**src/design/lx_bus_pkg.sv**
```systemverilog
// lx bus bridge package: message codes, line and beat geometry, shared payload types
package lx_bus_pkg;

  // data and address geometry
  localparam int word_width    = 32;
  localparam int address_width = 32;

  localparam int line_words       = 4;  // words per cache line
  localparam int line_offset_bits = 2;  // word offset inside a line address

  localparam int bus_words       = 2;   // words per bus beat
  localparam int line_beats      = line_words / bus_words;
  localparam int beat_index_bits = 1;   // enough to count line_beats

  // message codes seen on both the bus and the cache side
  typedef enum logic [3:0] {
    NO_REQ     = 4'd0,
    R_REQ      = 4'd1,   // full-line read
    WB_REQ     = 4'd2,   // full-line write-back
    MEM_RESP   = 4'd3,
    MEM_RESP_S = 4'd4    // read response, line held shared
  } msg_t;

  typedef logic [address_width-1:0] addr_t;

  // word 0 sits in the low bits of both
  typedef logic [bus_words*word_width-1:0]  beat_t;
  typedef logic [line_words*word_width-1:0] line_t;

endpackage

```
**src/design/bridge_ctrl.sv**
```systemverilog
// bridge controller: request FSM that sequences bus beats and cache accesses
module bridge_ctrl (
  input  logic                                  clock,
  input  logic                                  reset,
  input  lx_bus_pkg::msg_t                      bus_msg_in,
  input  logic                                  req_ready,
  input  lx_bus_pkg::msg_t                      cache_msg_in,
  output logic                                  accept,
  output logic                                  beat_write,
  output logic                                  line_load,
  output logic [lx_bus_pkg::beat_index_bits-1:0] beat_index,
  output logic                                  bus_load,
  output logic                                  bus_clear,
  output logic                                  cache_load,
  output logic                                  cache_clear,
  output lx_bus_pkg::msg_t                      bus_msg_next,
  output lx_bus_pkg::msg_t                      cache_msg_next
);
  import lx_bus_pkg::*;

  typedef enum logic [2:0] {
    idle,
    fetch,           // first cycle of R_REQ on the cache side
    read_wait,
    transfer,        // remaining beats of a read go out
    receive,         // beats of a write-back come in
    write_wait,
    bus_clear_wait
  } state_t;

  state_t                     state;
  logic [beat_index_bits-1:0] beat_count;
  logic                       is_read;
  msg_t                       resp_code;    // cache response forwarded with later beats

  logic read_req;
  logic bus_req;
  logic cache_resp;
  logic last_beat;

  assign read_req   = bus_msg_in == R_REQ;
  assign bus_req    = read_req | (bus_msg_in == WB_REQ);
  assign cache_resp = (cache_msg_in == MEM_RESP) | (cache_msg_in == MEM_RESP_S);
  assign last_beat  = beat_count == beat_index_bits'(line_beats - 1);
  assign beat_index = beat_count;

  // only a write-back loads the cache port from the receive state
  assign cache_msg_next = (state == receive) ? WB_REQ : R_REQ;
  assign bus_msg_next   = (state == transfer) ? resp_code : cache_msg_in;

  always_comb begin
    accept      = 1'b0;
    beat_write  = 1'b0;
    line_load   = 1'b0;
    bus_load    = 1'b0;
    bus_clear   = 1'b0;
    cache_load  = 1'b0;
    cache_clear = 1'b0;
    case (state)
      idle: begin
        accept     = req_ready & bus_req;
        cache_load = req_ready & read_req;  // R_REQ goes out on the accept edge
      end
      fetch, read_wait: begin
        // capture the line and put beat 0 on the bus in the same edge
        line_load   = cache_resp;
        bus_load    = cache_resp;
        cache_clear = cache_resp;
      end
      transfer: bus_load = 1'b1;
      receive: begin
        beat_write = 1'b1;
        cache_load = last_beat;  // line buffer passes the last beat straight through
      end
      write_wait: begin
        cache_clear = cache_msg_in == MEM_RESP;
        bus_load    = cache_msg_in == MEM_RESP;  // completion to the bus master
      end
      bus_clear_wait: bus_clear = is_read | (bus_msg_in == NO_REQ);  // read beats end at once
      default: ;
    endcase
  end

  always_ff @(posedge clock) begin
    if (reset) begin
      state      <= idle;
      beat_count <= '0;
      is_read    <= 1'b0;
      resp_code  <= NO_REQ;
    end else begin
      case (state)
        idle: begin
          if (accept) begin
            is_read <= read_req;
            state   <= read_req ? fetch : receive;
          end
        end
        fetch, read_wait: begin
          if (cache_resp) begin
            resp_code  <= cache_msg_in;
            beat_count <= beat_count + 1'b1;  // beat 0 already loaded
            state      <= transfer;
          end else begin
            state <= read_wait;
          end
        end
        transfer, receive: begin
          beat_count <= last_beat ? '0 : beat_count + 1'b1;
          if (last_beat) begin
            state <= (state == transfer) ? bus_clear_wait : write_wait;
          end
        end
        write_wait: begin
          if (cache_msg_in == MEM_RESP) state <= bus_clear_wait;
        end
        bus_clear_wait: begin
          if (bus_msg_in == NO_REQ) state <= idle;  // master has released its request
        end
        default: state <= idle;
      endcase
    end
  end

endmodule

```
**src/design/line_buffer.sv**
```systemverilog
// line buffer: one cache line, written by bus beat or whole line, read as beat or line
module line_buffer (
  input  logic                                   clock,
  input  logic                                   reset,
  input  logic                                   beat_write,
  input  logic                                   line_load,
  input  logic [lx_bus_pkg::beat_index_bits-1:0] beat_index,
  input  lx_bus_pkg::beat_t                      bus_data_in,
  input  lx_bus_pkg::line_t                      cache_data_in,
  output lx_bus_pkg::line_t                      line,
  output lx_bus_pkg::beat_t                      beat
);
  import lx_bus_pkg::*;

  localparam int beat_bits = $bits(beat_t);

  line_t line_q;
  line_t line_next;

  // a whole line from the cache wins over a bus beat
  always_comb begin
    line_next = line_q;
    if (line_load) begin
      line_next = cache_data_in;
    end else if (beat_write) begin
      line_next[beat_index*beat_bits +: beat_bits] = bus_data_in;
    end
  end

  always_ff @(posedge clock) begin
    if (reset) begin
      line_q <= '0;
    end else begin
      line_q <= line_next;
    end
  end

  // outputs show the value being written this cycle, so the ports can
  // register a freshly arrived line or last beat on the same edge
  assign line = line_next;
  assign beat = line_next[beat_index*beat_bits +: beat_bits];

endmodule

```
**src/design/bus_port.sv**
```systemverilog
// bus port: output registers for bus message, request address and data beat
module bus_port (
  input  logic                clock,
  input  logic                reset,
  input  logic                accept,
  input  lx_bus_pkg::addr_t   bus_address_in,
  input  logic                bus_load,
  input  logic                bus_clear,
  input  lx_bus_pkg::msg_t    bus_msg_next,
  input  lx_bus_pkg::beat_t   beat,
  output lx_bus_pkg::msg_t    bus_msg_out,
  output lx_bus_pkg::addr_t   bus_address_out,
  output lx_bus_pkg::beat_t   bus_data_out
);
  import lx_bus_pkg::*;

  addr_t req_address;  // request address held for the whole transaction

  always_ff @(posedge clock) begin
    if (accept) req_address <= bus_address_in;
  end

  always_ff @(posedge clock) begin
    if (reset || bus_clear) begin
      bus_msg_out     <= NO_REQ;
      bus_address_out <= '0;
      bus_data_out    <= '0;
    end else if (bus_load) begin
      bus_msg_out     <= bus_msg_next;
      bus_address_out <= req_address;
      bus_data_out    <= beat;
    end
  end

endmodule

```
**src/design/cache_port.sv**
```systemverilog
// cache port: output registers for cache message, line-aligned address and line data
module cache_port (
  input  logic                clock,
  input  logic                reset,
  input  logic                accept,
  input  lx_bus_pkg::addr_t   bus_address_in,
  input  logic                cache_load,
  input  logic                cache_clear,
  input  lx_bus_pkg::msg_t    cache_msg_next,
  input  lx_bus_pkg::line_t   line,
  output lx_bus_pkg::msg_t    cache_msg_out,
  output lx_bus_pkg::addr_t   cache_address_out,
  output lx_bus_pkg::line_t   cache_data_out
);
  import lx_bus_pkg::*;

  addr_t line_address;  // line-aligned request address held for the transaction

  always_ff @(posedge clock) begin
    if (accept) line_address <= {bus_address_in[address_width-1:line_offset_bits],
                                 {line_offset_bits{1'b0}}};
  end

  addr_t load_address;
  assign load_address = accept ? {bus_address_in[address_width-1:line_offset_bits],
                                  {line_offset_bits{1'b0}}}
                               : line_address;

  always_ff @(posedge clock) begin
    if (reset || cache_clear) begin
      cache_msg_out     <= NO_REQ;
      cache_address_out <= '0;
      cache_data_out    <= '0;
    end else if (cache_load) begin
      cache_msg_out     <= cache_msg_next;
      cache_address_out <= load_address;
      cache_data_out    <= line;
    end
  end

endmodule

```
**src/design/lx_bus_bridge.sv**
```systemverilog
// lx bus bridge top: controller plus line buffer, bus port and cache port
module lx_bus_bridge (
  input  logic                clock,
  input  logic                reset,
  input  lx_bus_pkg::msg_t    bus_msg_in,
  input  lx_bus_pkg::addr_t   bus_address_in,
  input  lx_bus_pkg::beat_t   bus_data_in,
  input  logic                req_ready,
  output lx_bus_pkg::msg_t    bus_msg_out,
  output lx_bus_pkg::addr_t   bus_address_out,
  output lx_bus_pkg::beat_t   bus_data_out,
  input  lx_bus_pkg::msg_t    cache_msg_in,
  input  lx_bus_pkg::line_t   cache_data_in,
  output lx_bus_pkg::msg_t    cache_msg_out,
  output lx_bus_pkg::addr_t   cache_address_out,
  output lx_bus_pkg::line_t   cache_data_out
);
  import lx_bus_pkg::*;

  logic                       accept;
  logic                       beat_write;
  logic                       line_load;
  logic [beat_index_bits-1:0] beat_index;
  logic                       bus_load;
  logic                       bus_clear;
  logic                       cache_load;
  logic                       cache_clear;
  msg_t                       bus_msg_next;
  msg_t                       cache_msg_next;
  line_t                      line;
  beat_t                      beat;

  bridge_ctrl ctrl0 (
    .clock          (clock),
    .reset          (reset),
    .bus_msg_in     (bus_msg_in),
    .req_ready      (req_ready),
    .cache_msg_in   (cache_msg_in),
    .accept         (accept),
    .beat_write     (beat_write),
    .line_load      (line_load),
    .beat_index     (beat_index),
    .bus_load       (bus_load),
    .bus_clear      (bus_clear),
    .cache_load     (cache_load),
    .cache_clear    (cache_clear),
    .bus_msg_next   (bus_msg_next),
    .cache_msg_next (cache_msg_next)
  );

  line_buffer buffer0 (
    .clock         (clock),
    .reset         (reset),
    .beat_write    (beat_write),
    .line_load     (line_load),
    .beat_index    (beat_index),
    .bus_data_in   (bus_data_in),
    .cache_data_in (cache_data_in),
    .line          (line),
    .beat          (beat)
  );

  bus_port bus0 (
    .clock           (clock),
    .reset           (reset),
    .accept          (accept),
    .bus_address_in  (bus_address_in),
    .bus_load        (bus_load),
    .bus_clear       (bus_clear),
    .bus_msg_next    (bus_msg_next),
    .beat            (beat),
    .bus_msg_out     (bus_msg_out),
    .bus_address_out (bus_address_out),
    .bus_data_out    (bus_data_out)
  );

  cache_port cache0 (
    .clock             (clock),
    .reset             (reset),
    .accept            (accept),
    .bus_address_in    (bus_address_in),
    .cache_load        (cache_load),
    .cache_clear       (cache_clear),
    .cache_msg_next    (cache_msg_next),
    .line              (line),
    .cache_msg_out     (cache_msg_out),
    .cache_address_out (cache_address_out),
    .cache_data_out    (cache_data_out)
  );

endmodule

```
**config.mk**
```make
export PLATFORM = sky130hd
export DESIGN_NAME = lx_bus_bridge
export DESIGN_NICKNAME = d
export VERILOG_FILES = /design/src/design/lx_bus_pkg.sv /design/src/design/bridge_ctrl.sv /design/src/design/line_buffer.sv /design/src/design/bus_port.sv /design/src/design/cache_port.sv /design/src/design/lx_bus_bridge.sv
export SDC_FILE = /design/constraint.sdc
export NUM_CORES = 1
export LEC_CHECK = 0
export ABC_AREA = 1
export BUFFER_PORTS_ARGS = -buffer_cell sky130_fd_sc_hd__buf_2
export CAP_MARGIN = 20
export CELL_PAD_IN_SITES_DETAIL_PLACEMENT = 1
export CELL_PAD_IN_SITES_GLOBAL_PLACEMENT = 1
export CORE_MARGIN = 2
export CORE_UTILIZATION = 34
export CTS_CLUSTER_DIAMETER = 40
export DETAILED_ROUTE_END_ITERATION = 7
export PLACE_DENSITY_LB_ADDON = 0.3
export SLEW_MARGIN = 20
export SYNTH_ARGS = -nofsm -noshare
export SYNTH_HDL_FRONTEND = slang
export SYNTH_SLANG_ARGS = --single-unit
export TNS_END_PERCENT = 1
```
**constraint.sdc**
```tcl
create_clock -name clock -period 2.4 [get_ports clock]
set_input_delay 0.48 -clock clock [delete_from_list [all_inputs] [get_ports clock]]
set_output_delay 0.48 -clock clock [all_outputs]
set_load 0.05 [all_outputs]
```
==> reports/metrics.csv, run 1 <==
stage,metric,value,unit
yosys,synth_edf_count,32,
yosys,ys_ff_latch,463,
yosys,synth-seq-area-share,45.9,%
detailed_routing,wl_per_cell,19.0,um
global_routing,grt_max_degree,123,
clock_network,clock_latency,650,ps
critical_path,crit_required,2960,ps
critical_path,cp.arrival,2680,ps
timing,holdWs,33.7,ps
placed_design,gp_congestion,0.811,
critical_path,rrSetupSlack,280,ps
clock_network,clockRootBuffer,clkbuf_16,
worst_hold_path,hold_depth,1,
die,core-area,60600,um^2
timing,fmaxAchievable,472,MHz
yosys,synth.distinct_cells,26,
global_routing,busiest_layer,met2,
timing,fin_setup_tns,0,ps
timing,fin_crit_sh,88.3,%
global_routing,grt_use_total,26.1,%
global_routing,antenna_found_initial,22,
global_routing,grt-ovfl-total,0,
yosys,syn_area_per_cell,6.66,um^2
worst_hold_path,hold_class,in -> reg,
detailed_routing,ant_nets,0,
pwr,vdd_drop_max,0.675,mV
clock_network,cts_tree,yes,
timing,rsz0062_at_grt,false,
detailed_routing,drt-initial-drc-count,1055,
critical_path,reg2reg_to,cache0.cache_data_out[88],
clock_network,cts-resized-gates,0,
timing,finalClockSkew,28.2,ps
timing,setup_violations,0,
pwr,p_sw_share,40.9,%
yosys,yosysMostFrequentCell,nand2_1,
cells_and_area,areaGrowthSynthToFinish,32.9,%
clock_network,cts.clk_slew.worst_paths,60,ps
die,die_area,63500,um^2
pwr,cellInternalPower,0.0207,W
die,die_w,252,um
placed_design,hpwlAfterDp,54.8,mm
job,drv_cap,0,
yosys,synthFlopType,dfxtp_1,
critical_path,path_class,reg -> reg,
pwr,pwr-share-comb,33.8,%
yosys,synthCells,3141,
detailed_routing,vias_per_cell,4.97,
yosys,netlist_top_cells_count,"1,058 x nand2_1, 431 x dfxtp_1, 339 x inv_1",
yosys,netlist.area_leader.share,41.3,%
cells_and_area,drive_above_1_share,20.1,%
pwr,power_leakage,14.9,nW
clock_network,cts.path.max_buffers,3,
detailed_routing,routed_wl,84.6,mm
clock_network,cts.sinks,463,
yosys,synth_area_leaders,"dfxtp_1 41%, nand2_1 19%, nand3_1 7.0%",
detailed_routing,via_count,22198,
timing,max_slew_margin,48.6,%
timing,tightest_slew,771,ps
pwr,p_switching,0.0143,W
worst_hold_path,min_to,bus0.req_address[26],
pwr,pwr-share-seq,28.3,%
critical_path,critPathLaunch,ctrl0.state[0],
die,io_pins,499,
die,rows,90,
cells_and_area,n_fill_cell,7797,
critical_path,reg2regPathDepth,8,
detailed_routing,remaining_drc_errors,0,
status,status,completed,
placed_design,portBuffers,496,
critical_path,start_kind,register,
timing,fin_crit,2120,ps
critical_path,critPathCaptureType,register,
global_routing,met2_usage,44.4,%
yosys,synthesis.area,20900,um^2
critical_path,r2r-start,ctrl0.state[0],
cells_and_area,register_area,9600,um^2
detailed_routing,first_pass_iters,5,
critical_path,critical_path.max_fanout,95,
yosys,yosysTopAreaCell,dfxtp_1,
yosys,yosysWarnings,0,
die,die_h,252,um
global_routing,grt_use_met3,4.34,%
clock_network,cts-buffers-inserted,91,
clock_network,htree_num_levels,3,
cells_and_area,multi_input_area,9080,um^2
die,initial_core_util,34.5,%
global_routing,grt_pass1_wl,130,mm
yosys,synthArstFlopShare,0,%
pwr,p_per_area,1260,nW/um^2
timing,hold_viol_final,0,
pwr,clockPowerShare,37.9,%
global_routing,grt_use_met1,32.6,%
worst_hold_path,min-delay-start,bus_address_in[26],
timing,slew_violations,0,
global_routing,grt_pass1_vias,22982,
cells_and_area,final_nets,3822,
critical path, cell delays in order, from the launching register on:
cell and delay, ps:
dfxtp_1 390, nor2_4 310, nand2_1 150, inv_2 90, nand3_1 180, nand2_4 160
buf_12 330, o21ai_0 180, a21oi_1 140
cells by family (layout without fill, tap and decap cells):
| logic type | Yosys count | count (layout) | share of synthesized area [%] |
|---|---|---|---|
| and+or+nand+nor | 1702 | 1702 | 33.2 |
| buffers and inverters | 567 | 1089 | 11.1 |
| DFF | 463 | 463 | 45.9 |
| AOI/OAI and AO/OA | 408 | 408 | 9.80 |
| other | 1 | 22 | 0.0179 |
flip-flops by register name (all words and copies together), names as in the netlist, 4 cells and up:
register / flops
bus0.bus_address_out: 32
bus0.bus_data_out: 64
bus0.bus_msg_out: 4
buffer0.line_q: 128
cache0.line_address: 32
cache0.cache_data_out: 128
cache0.cache_address_out: 32
ctrl0.resp_code: 4
bus0.req_address: 32
power groups by stage:
stage	Sequential, W	Combinational (W)	Clock [W]
6_report	0.00994	0.0119	0.0133
5_1_grt	0.0101	0.0130	0.0139
4_1_cts	0.00994	0.0119	0.0135
3_5_place_dp	0.0101	0.0118	0
3_3_place_gp	0.0100	0.0117	0
2_1_floorplan	0.0120	0.00598	0
metal layers:
metal,vias up,routed length [um]
met1,10702,36700
met3,131,4250
met4,4,2530
met5,-,29
met2,568,41100
li1,10793,-
cells in the final DEF, fill, tap and decap left out, types with 32 or more instances in the layout:
cell type  count
a21oi_1      168
buf_12        32
buf_2        495
clkbuf_16     92
dfxtp_1      429
edfxtp_1      32
inv_1        338
nand2_1     1054
nand3_1      291
nand4_1       65
nor2_1       280
o21ai_0      195
o21ai_1       42
metrics by stage:
stage,cells,util (%),instance area [um^2],power (W),worst slack (ps)
after floorplan,3142,-,20900,0.0180,76.8
after global placement,4255,40.1,24300,0.0217,278
after detailed placement,4255,40.1,24300,0.0219,226
final,4466,45.9,27800,0.0351,281
after CTS,4446,45.8,27700,0.0354,276
after global routing,4465,45.9,27800,0.0370,139
repair_timing:
action | CTS | global route
setup buffers | 0 | 0
endpoints found under the hold margin | 21 | 0
hold buffers | 21 | 0
setup endpoints to repair | 0 | 0
layout make-up:
cell class                 instances  area share, %
sequential                       463           34.5
multi-input combinational       2112           32.7
timing repair buffer             576           12.7
clock buffer                     110           8.89
inverter                         343           4.66
tap                              782           3.52
clock inverter                    60           2.80
antenna                           20          0.180
worst max path at each step:
stage	end	slack (ps)	cells after the start
after detailed placement	cache0.cache_data_out[93]	230	12
after global routing	cache0.cache_data_out[88]	140	8
final	cache0.cache_data_out[88]	280	8
after global placement	cache0.cache_data_out[94]	280	12
after CTS	bus0.bus_data_out[23]	280	11
after floorplan	bus0.req_address[0]	80	6
(Power assumes the default switching activity.)
==> run 2, diff against run 1 <==
Settings changed: CORE_ASPECT_RATIO set to 0.9, SETUP_SLACK_MARGIN set to 0.4.
==> run 2 against run 1 <==
  * Clock skew decreased by 3.7 ps
  * Worst setup slack gained 160 ps
  * Via count about the same
  * Critical path depth increased by 4
  * Global-route usage fell by 0.084 points
  * Non-clock buffer count down 5
  * Sequential power about the same
  * First-iteration DRC count up 26%
  * Highest routed layer unchanged
==> reports/metrics.csv, run 2 (synthesis gave the netlist of run 1 again) <==
stage,metric,value,unit
status,status,completed,
cells_and_area,reg.largest.list,"buffer0.line_q: 128 flops, cache0.cache_data_out: 128 flops, bus0.bus_data_out: 64 flops",
die,io_pins,499,
detailed_routing,via_count,22197,
timing,slew_violations,0,
clock_network,cts.clk_slew.worst_paths,60,ps
timing,rsz0062_at_grt,true,
cells_and_area,areaGrowthSynthToFinish,31.5,%
critical_path,critical_path.max_fanout,12,
clock_network,clock_latency,620,ps
detailed_routing,drt-initial-drc-count,1329,
cells_and_area,final_common_cell,nand2_1,
critical_path,crit_required,2910,ps
timing,fin_crit_sh,81.8,%
cells_and_area,drive_above_1_share,20.3,%
timing,finalClockSkew,24.5,ps
critical_path,critPathCaptureType,register,
global_routing,grt_use_met1,33.6,%
timing,fin_crit,1960,ps
pwr,power.total,0.0344,W
job,drv_cap,0,
worst_hold_path,hold_class,in -> reg,
clock_network,cts_tree,yes,
placed_design,placed_area,24400,um^2
critical_path,cp.arrival,2470,ps
global_routing,grt_pass1_wl,129,mm
critical_path,start_kind,register,
global_routing,grt_use_met3,5.20,%
die,die_area,63500,um^2
global_routing,busiest_layer,met2,
timing,fin_setup_tns,0,ps
timing,setup_violations,0,
die,rows,86,
detailed_routing,vias_per_cell,4.99,
pwr,pwr-share-seq,28.9,%
die,core-area,61000,um^2
detailed_routing,first_pass_iters,7,
pwr,p_per_area,1250,nW/um^2
pwr,power_leakage,14.8,nW
placed_design,portBuffers,496,
global_routing,grt_use_total,26.0,%
die,die_h,239,um
clock_network,cts-buffers-inserted,82,
placed_design,hpwlAfterDp,56.0,mm
cells_and_area,stdcell_area,27500,um^2
placed_design,gp_congestion,0.808,
clock_network,htree_num_levels,3,
global_routing,grt-ovfl-total,0,
cells_and_area,multi_input_area,9080,um^2
timing,tightest_slew,661,ps
detailed_routing,remaining_drc_errors,0,
die,initial_core_util,34.3,%
global_routing,grt_max_degree,131,
pwr,p_switching,0.0143,W
cells_and_area,n_fill_cell,7868,
pwr,p_sw_share,41.5,%
clock_network,cts.sinks,463,
timing,fmaxAchievable,510,MHz
timing,max_slew_margin,55.9,%
clock_network,cts.path.max_buffers,3,
critical_path,path_class,reg -> reg,
pwr,vdd_drop_max,0.689,mV
clock_network,clockRootBuffer,clkbuf_16,
cells_and_area,register_area,9600,um^2
timing,hold_viol_final,0,
detailed_routing,routed_wl,85.9,mm
cells_and_area,final_cell_mix,"1,054 x nand2_1, 495 x buf_2, 427 x dfxtp_1",
global_routing,antenna_found_initial,18,
detailed_routing,ant_nets,0,
detailed_routing,wl_per_cell,19.3,um
die,die_w,265,um
pwr,pwr-share-comb,36.1,%
pwr,clockPowerShare,35.0,%
pwr,cellInternalPower,0.0201,W
cells_and_area,final_nets,3808,
global_routing,grt_pass1_vias,22128,
global_routing,met2_usage,43.0,%
-- run 2: changes by cell type in the layout (fill, tap and decap cells not counted), moves of 3 or more --
cell / change
buf_12: +4
buf_4: +5
bufinv_16: -3
clkbuf_16: -3
clkinv_16: -4
diode_2: -5
dlygate4sd3_1: -21
inv_6: -3
-- run 2: per-layer routing --
metal  wire [um]  vias up
li1            -    10759
met1       37800    10672
met2       40200      602
met3        5070      160
met4        2820        4
met5          29        -
-- run 2: what timing repair did --
action / 4_1_cts / 5_1_grt
gates cloned: 0 / 3
resized for setup: 3 / 16
pin swaps: 0 / 2
hold buffers: 0 / 0
setup endpoints to repair: 134 / 268
buffers inserted: 0 / 3
-- run 2: worst paths after layout --
| path | slack, ps | cells after the start | start | end |
|---|---|---|---|---|
| worst max-delay path | 440 | 12 | ctrl0.state[1] | bus0.bus_data_out[21] |
| worst min-delay path | 30 | 1 | bus_address_in[0] | bus0.req_address[0] |
| worst max register to register | 440 | 12 | ctrl0.state[1] | bus0.bus_data_out[21] |
| worst min register to register | 440 | 2 | cache0.line_address[1] | cache0.line_address[1] |
-- run 2: layout make-up --
class	instances	share of cell area, %
sequential	463	34.9
clock inverter	47	1.91
multi-input combinational	2112	33.0
tap	792	3.61
clock buffer	106	8.54
antenna	15	0.137
inverter	343	4.77
timing repair buffer	571	13.1
-- run 2: power groups by stage --
| stage | combinational, W | clock, W | sequential [W] |
|---|---|---|---|
| after floorplan | 0.00598 | 0 | 0.0120 |
| after global placement | 0.0117 | 0 | 0.0100 |
| after detailed placement | 0.0119 | 0 | 0.0101 |
| after CTS | 0.0120 | 0.0122 | 0.00993 |
| after global routing | 0.0136 | 0.0126 | 0.0101 |
| final | 0.0124 | 0.0120 | 0.00994 |
-- run 2: critical path: stages (launching register included) --
cell and delay [ps]:
dfxtp_2 360, nor2_4 190, buf_4 150, nor2_4 30, buf_12 140, nand2_8 110, nand2_4 140, buf_12 200
buf_12 140, o21ai_0 180, inv_1 80, nand2_1 70, inv_1 40
-- run 2: per-stage QoR --
stage	instances	utilization [%]	setup WS, ps	hold slack (ps)
finish	4449	45.0	438	33.7
global route	4444	45.0	331	11.8
CTS	4428	44.7	329	4.55
detailed placement	4275	40.0	229	431
global placement	4275	40.0	256	426
floorplan	3142	-	400	409
==> run 3, diff against run 2 <==
Settings changed: CORE_UTILIZATION 34 to 38.
Clock period 2.4 ns to 2.1 ns, I/O delays scaled along.
==> run 3 against run 2 <==
  * Core utilization up 8.6 points
  * Combinational power up 31%
  * Clock skew down 1.8 ps
  * Worst hold slack better by 77 ps
  * Global-route usage up 7.1 points
  * Cell area up 6.0%
  * Critical path depth up 1
  * Sequential share of layout area down 2.0 points
  * Register-to-register slack worse by 210 ps
  * Clock power up 17%
  * Count of clock-buffer cells in the layout down 13
  * Via count up 9.4%
  * Critical path type unchanged
  * Largest power group unchanged
==> reports/metrics.csv, run 3 (synthesis gave the netlist of run 1 again) <==
stage,metric,value,unit
timing,setup_ws,224,ps
detailed_routing,via_count,24280,
critical_path,crit_required,2670,ps
global_routing,antenna_found_initial,27,
placed_design,hpwlAfterDp,57.6,mm
timing,fin_crit,1880,ps
timing,fmaxAchievable,533,MHz
clock_network,cts-buffers-inserted,79,
timing,finalClockSkew,22.7,ps
pwr,pwr-share-comb,39.0,%
cells_and_area,areaGrowthSynthToFinish,39.4,%
clock_network,cts.clk_slew.worst_paths,50,ps
pwr,cellInternalPower,0.0242,W
clock_network,cts.path.max_buffers,3,
global_routing,grt_pass1_vias,25453,
timing,fin_setup_tns,0,ps
global_routing,grt_max_degree,95,
die,initial_core_util,38.5,%
detailed_routing,ant_nets,0,
detailed_routing,wl_per_cell,22.7,um
die,rows,81,
die,die_h,227,um
job,drv_cap,0,
critical_path,critPathCaptureType,register,
clock_network,clockRootBuffer,clkbuf_16,
timing,tightest_slew,771,ps
status,status,completed,
clock_network,htree_num_levels,3,
die,io_pins,499,
critical_path,path_class,reg -> reg,
timing,hold_viol_final,0,
clock_network,cts.sinks,463,
cells_and_area,drive_above_1_share,23.0,%
detailed_routing,vias_per_cell,5.44,
die,die_area,56900,um^2
timing,max_slew_margin,48.6,%
timing,slew_violations,0,
clock_network,clock_latency,630,ps
detailed_routing,routed_wl,101,mm
placed_design,gp_congestion,0.881,
pwr,vdd_drop_max,1.10,mV
critical_path,cp.arrival,2450,ps
placed_design,place_ws,-4.76,ps
timing,holdWs,110,ps
placed_design,portBuffers,496,
timing,setup_violations,0,
critical_path,rrSetupSlack,220,ps
timing,fin_crit_sh,89.4,%
cells_and_area,reg.largest.list,"buffer0.line_q: 128 flops, cache0.cache_data_out: 128 flops, bus0.bus_data_out: 64 flops",
die,die_w,251,um
worst_hold_path,hold_class,in -> reg,
pwr,p_switching,0.0175,W
pwr,power_leakage,15.5,nW
pwr,clockPowerShare,33.5,%
detailed_routing,drt-initial-drc-count,1669,
global_routing,grt_pass1_wl,146,mm
detailed_routing,first_pass_iters,5,
detailed_routing,remaining_drc_errors,0,
critical_path,start_kind,register,
pwr,p_sw_share,41.9,%
global_routing,grt-ovfl-total,0,
die,core-area,54300,um^2
cells_and_area,final_common_cell,nand2_1,
global_routing,grt_use_total,33.1,%
timing,rsz0062_at_grt,true,
pwr,p_per_area,1430,nW/um^2
clock_network,cts_tree,yes,
cells_and_area,n_fill_cell,6954,
cells_and_area,final_nets,3908,
critical_path,critical_path.max_fanout,16,
cells_and_area,final_cell_mix,"1,019 x nand2_1, 494 x buf_2, 427 x dfxtp_1",
pwr,pwr-share-seq,27.5,%
-- run 3: cell types whose count changed in the layout (fill, tap and decap cells not counted), sizes merged, moves of 2 or more --
cell / delta
buf: +60
dlygate4sd3: +32
bufinv: +7
inv: +7
diode: +6
clkbuf: -5
clkinvlp: -5
clkinv: -3
bufbuf: +2
-- run 3: cell type report --
type	instances	area, um^2	share of cell area [%]
antenna	21	52.6	0.180
clock buffer	93	2100	7.21
clock inverter	53	717	2.46
inverter	343	1310	4.51
multi-input combinational	2113	9340	32.1
sequential	463	9600	33.0
tap	705	882	3.03
timing repair buffer	673	5120	17.6
-- run 3: metal layers --
metal  vias up  wire, um  track usage [%]
met5         -        70                0
met4        12      4660             17.1
met3       273      6220             5.83
met2       992     49600             56.8
met1     12027     40700             39.9
li1      10976         -                -
-- run 3: through the flow --
stage / cell area, um^2 / std cells / power, W / utilization [%]
floorplan: 20900 / 3142 / 0.0206 / -
global placement: 24500 / 4208 / 0.0248 / 45.1
detailed placement: 24500 / 4208 / 0.0253 / 45.1
CTS: 28400 / 4417 / 0.0405 / 52.3
global route: 29100 / 4462 / 0.0434 / 53.6
finish: 29100 / 4464 / 0.0417 / 53.6
-- run 3: power by group through the flow --
| stage | Clock (W) | Combinational, W | Sequential [W] |
|---|---|---|---|
| floorplan | 0 | 0.00685 | 0.0137 |
| global route | 0.0145 | 0.0173 | 0.0116 |
| detailed placement | 0 | 0.0138 | 0.0115 |
| CTS | 0.0140 | 0.0151 | 0.0114 |
| finish | 0.0140 | 0.0162 | 0.0115 |
| global placement | 0 | 0.0134 | 0.0115 |
-- run 3: critical path, stage by stage (launching register included) --
cell and delay [ps]:
dfxtp_4 360, nor2_4 140, buf_6 120, buf_8 120
nand3_4 150, buf_12 180, clkbuf_16 200, nand2_1 80
nand2_1 50, nand2_1 100, nand3_1 90, nand3_1 100
nand2_1 70, inv_1 50
-- run 3: repair_timing --
action                     in CTS  in global routing
gates resized for setup        55                 81
hold endpoints to repair       32                  0
setup endpoints to repair     386                462
setup buffers                  17                 14
gates cloned                   14                 12
pin swaps                       6                 19
hold buffers                   32                  0
-- run 3: path summary, 6_finish.rpt --
path              cells after the start              startpoint                endpoint
setup / recovery                     13          ctrl0.state[0]   bus0.bus_data_out[13]
hold reg to reg                       2  cache0.line_address[4]  cache0.line_address[4]
hold / removal                        3       cache_data_in[60]      buffer0.line_q[60]
setup reg to reg                     13          ctrl0.state[0]   bus0.bus_data_out[13]
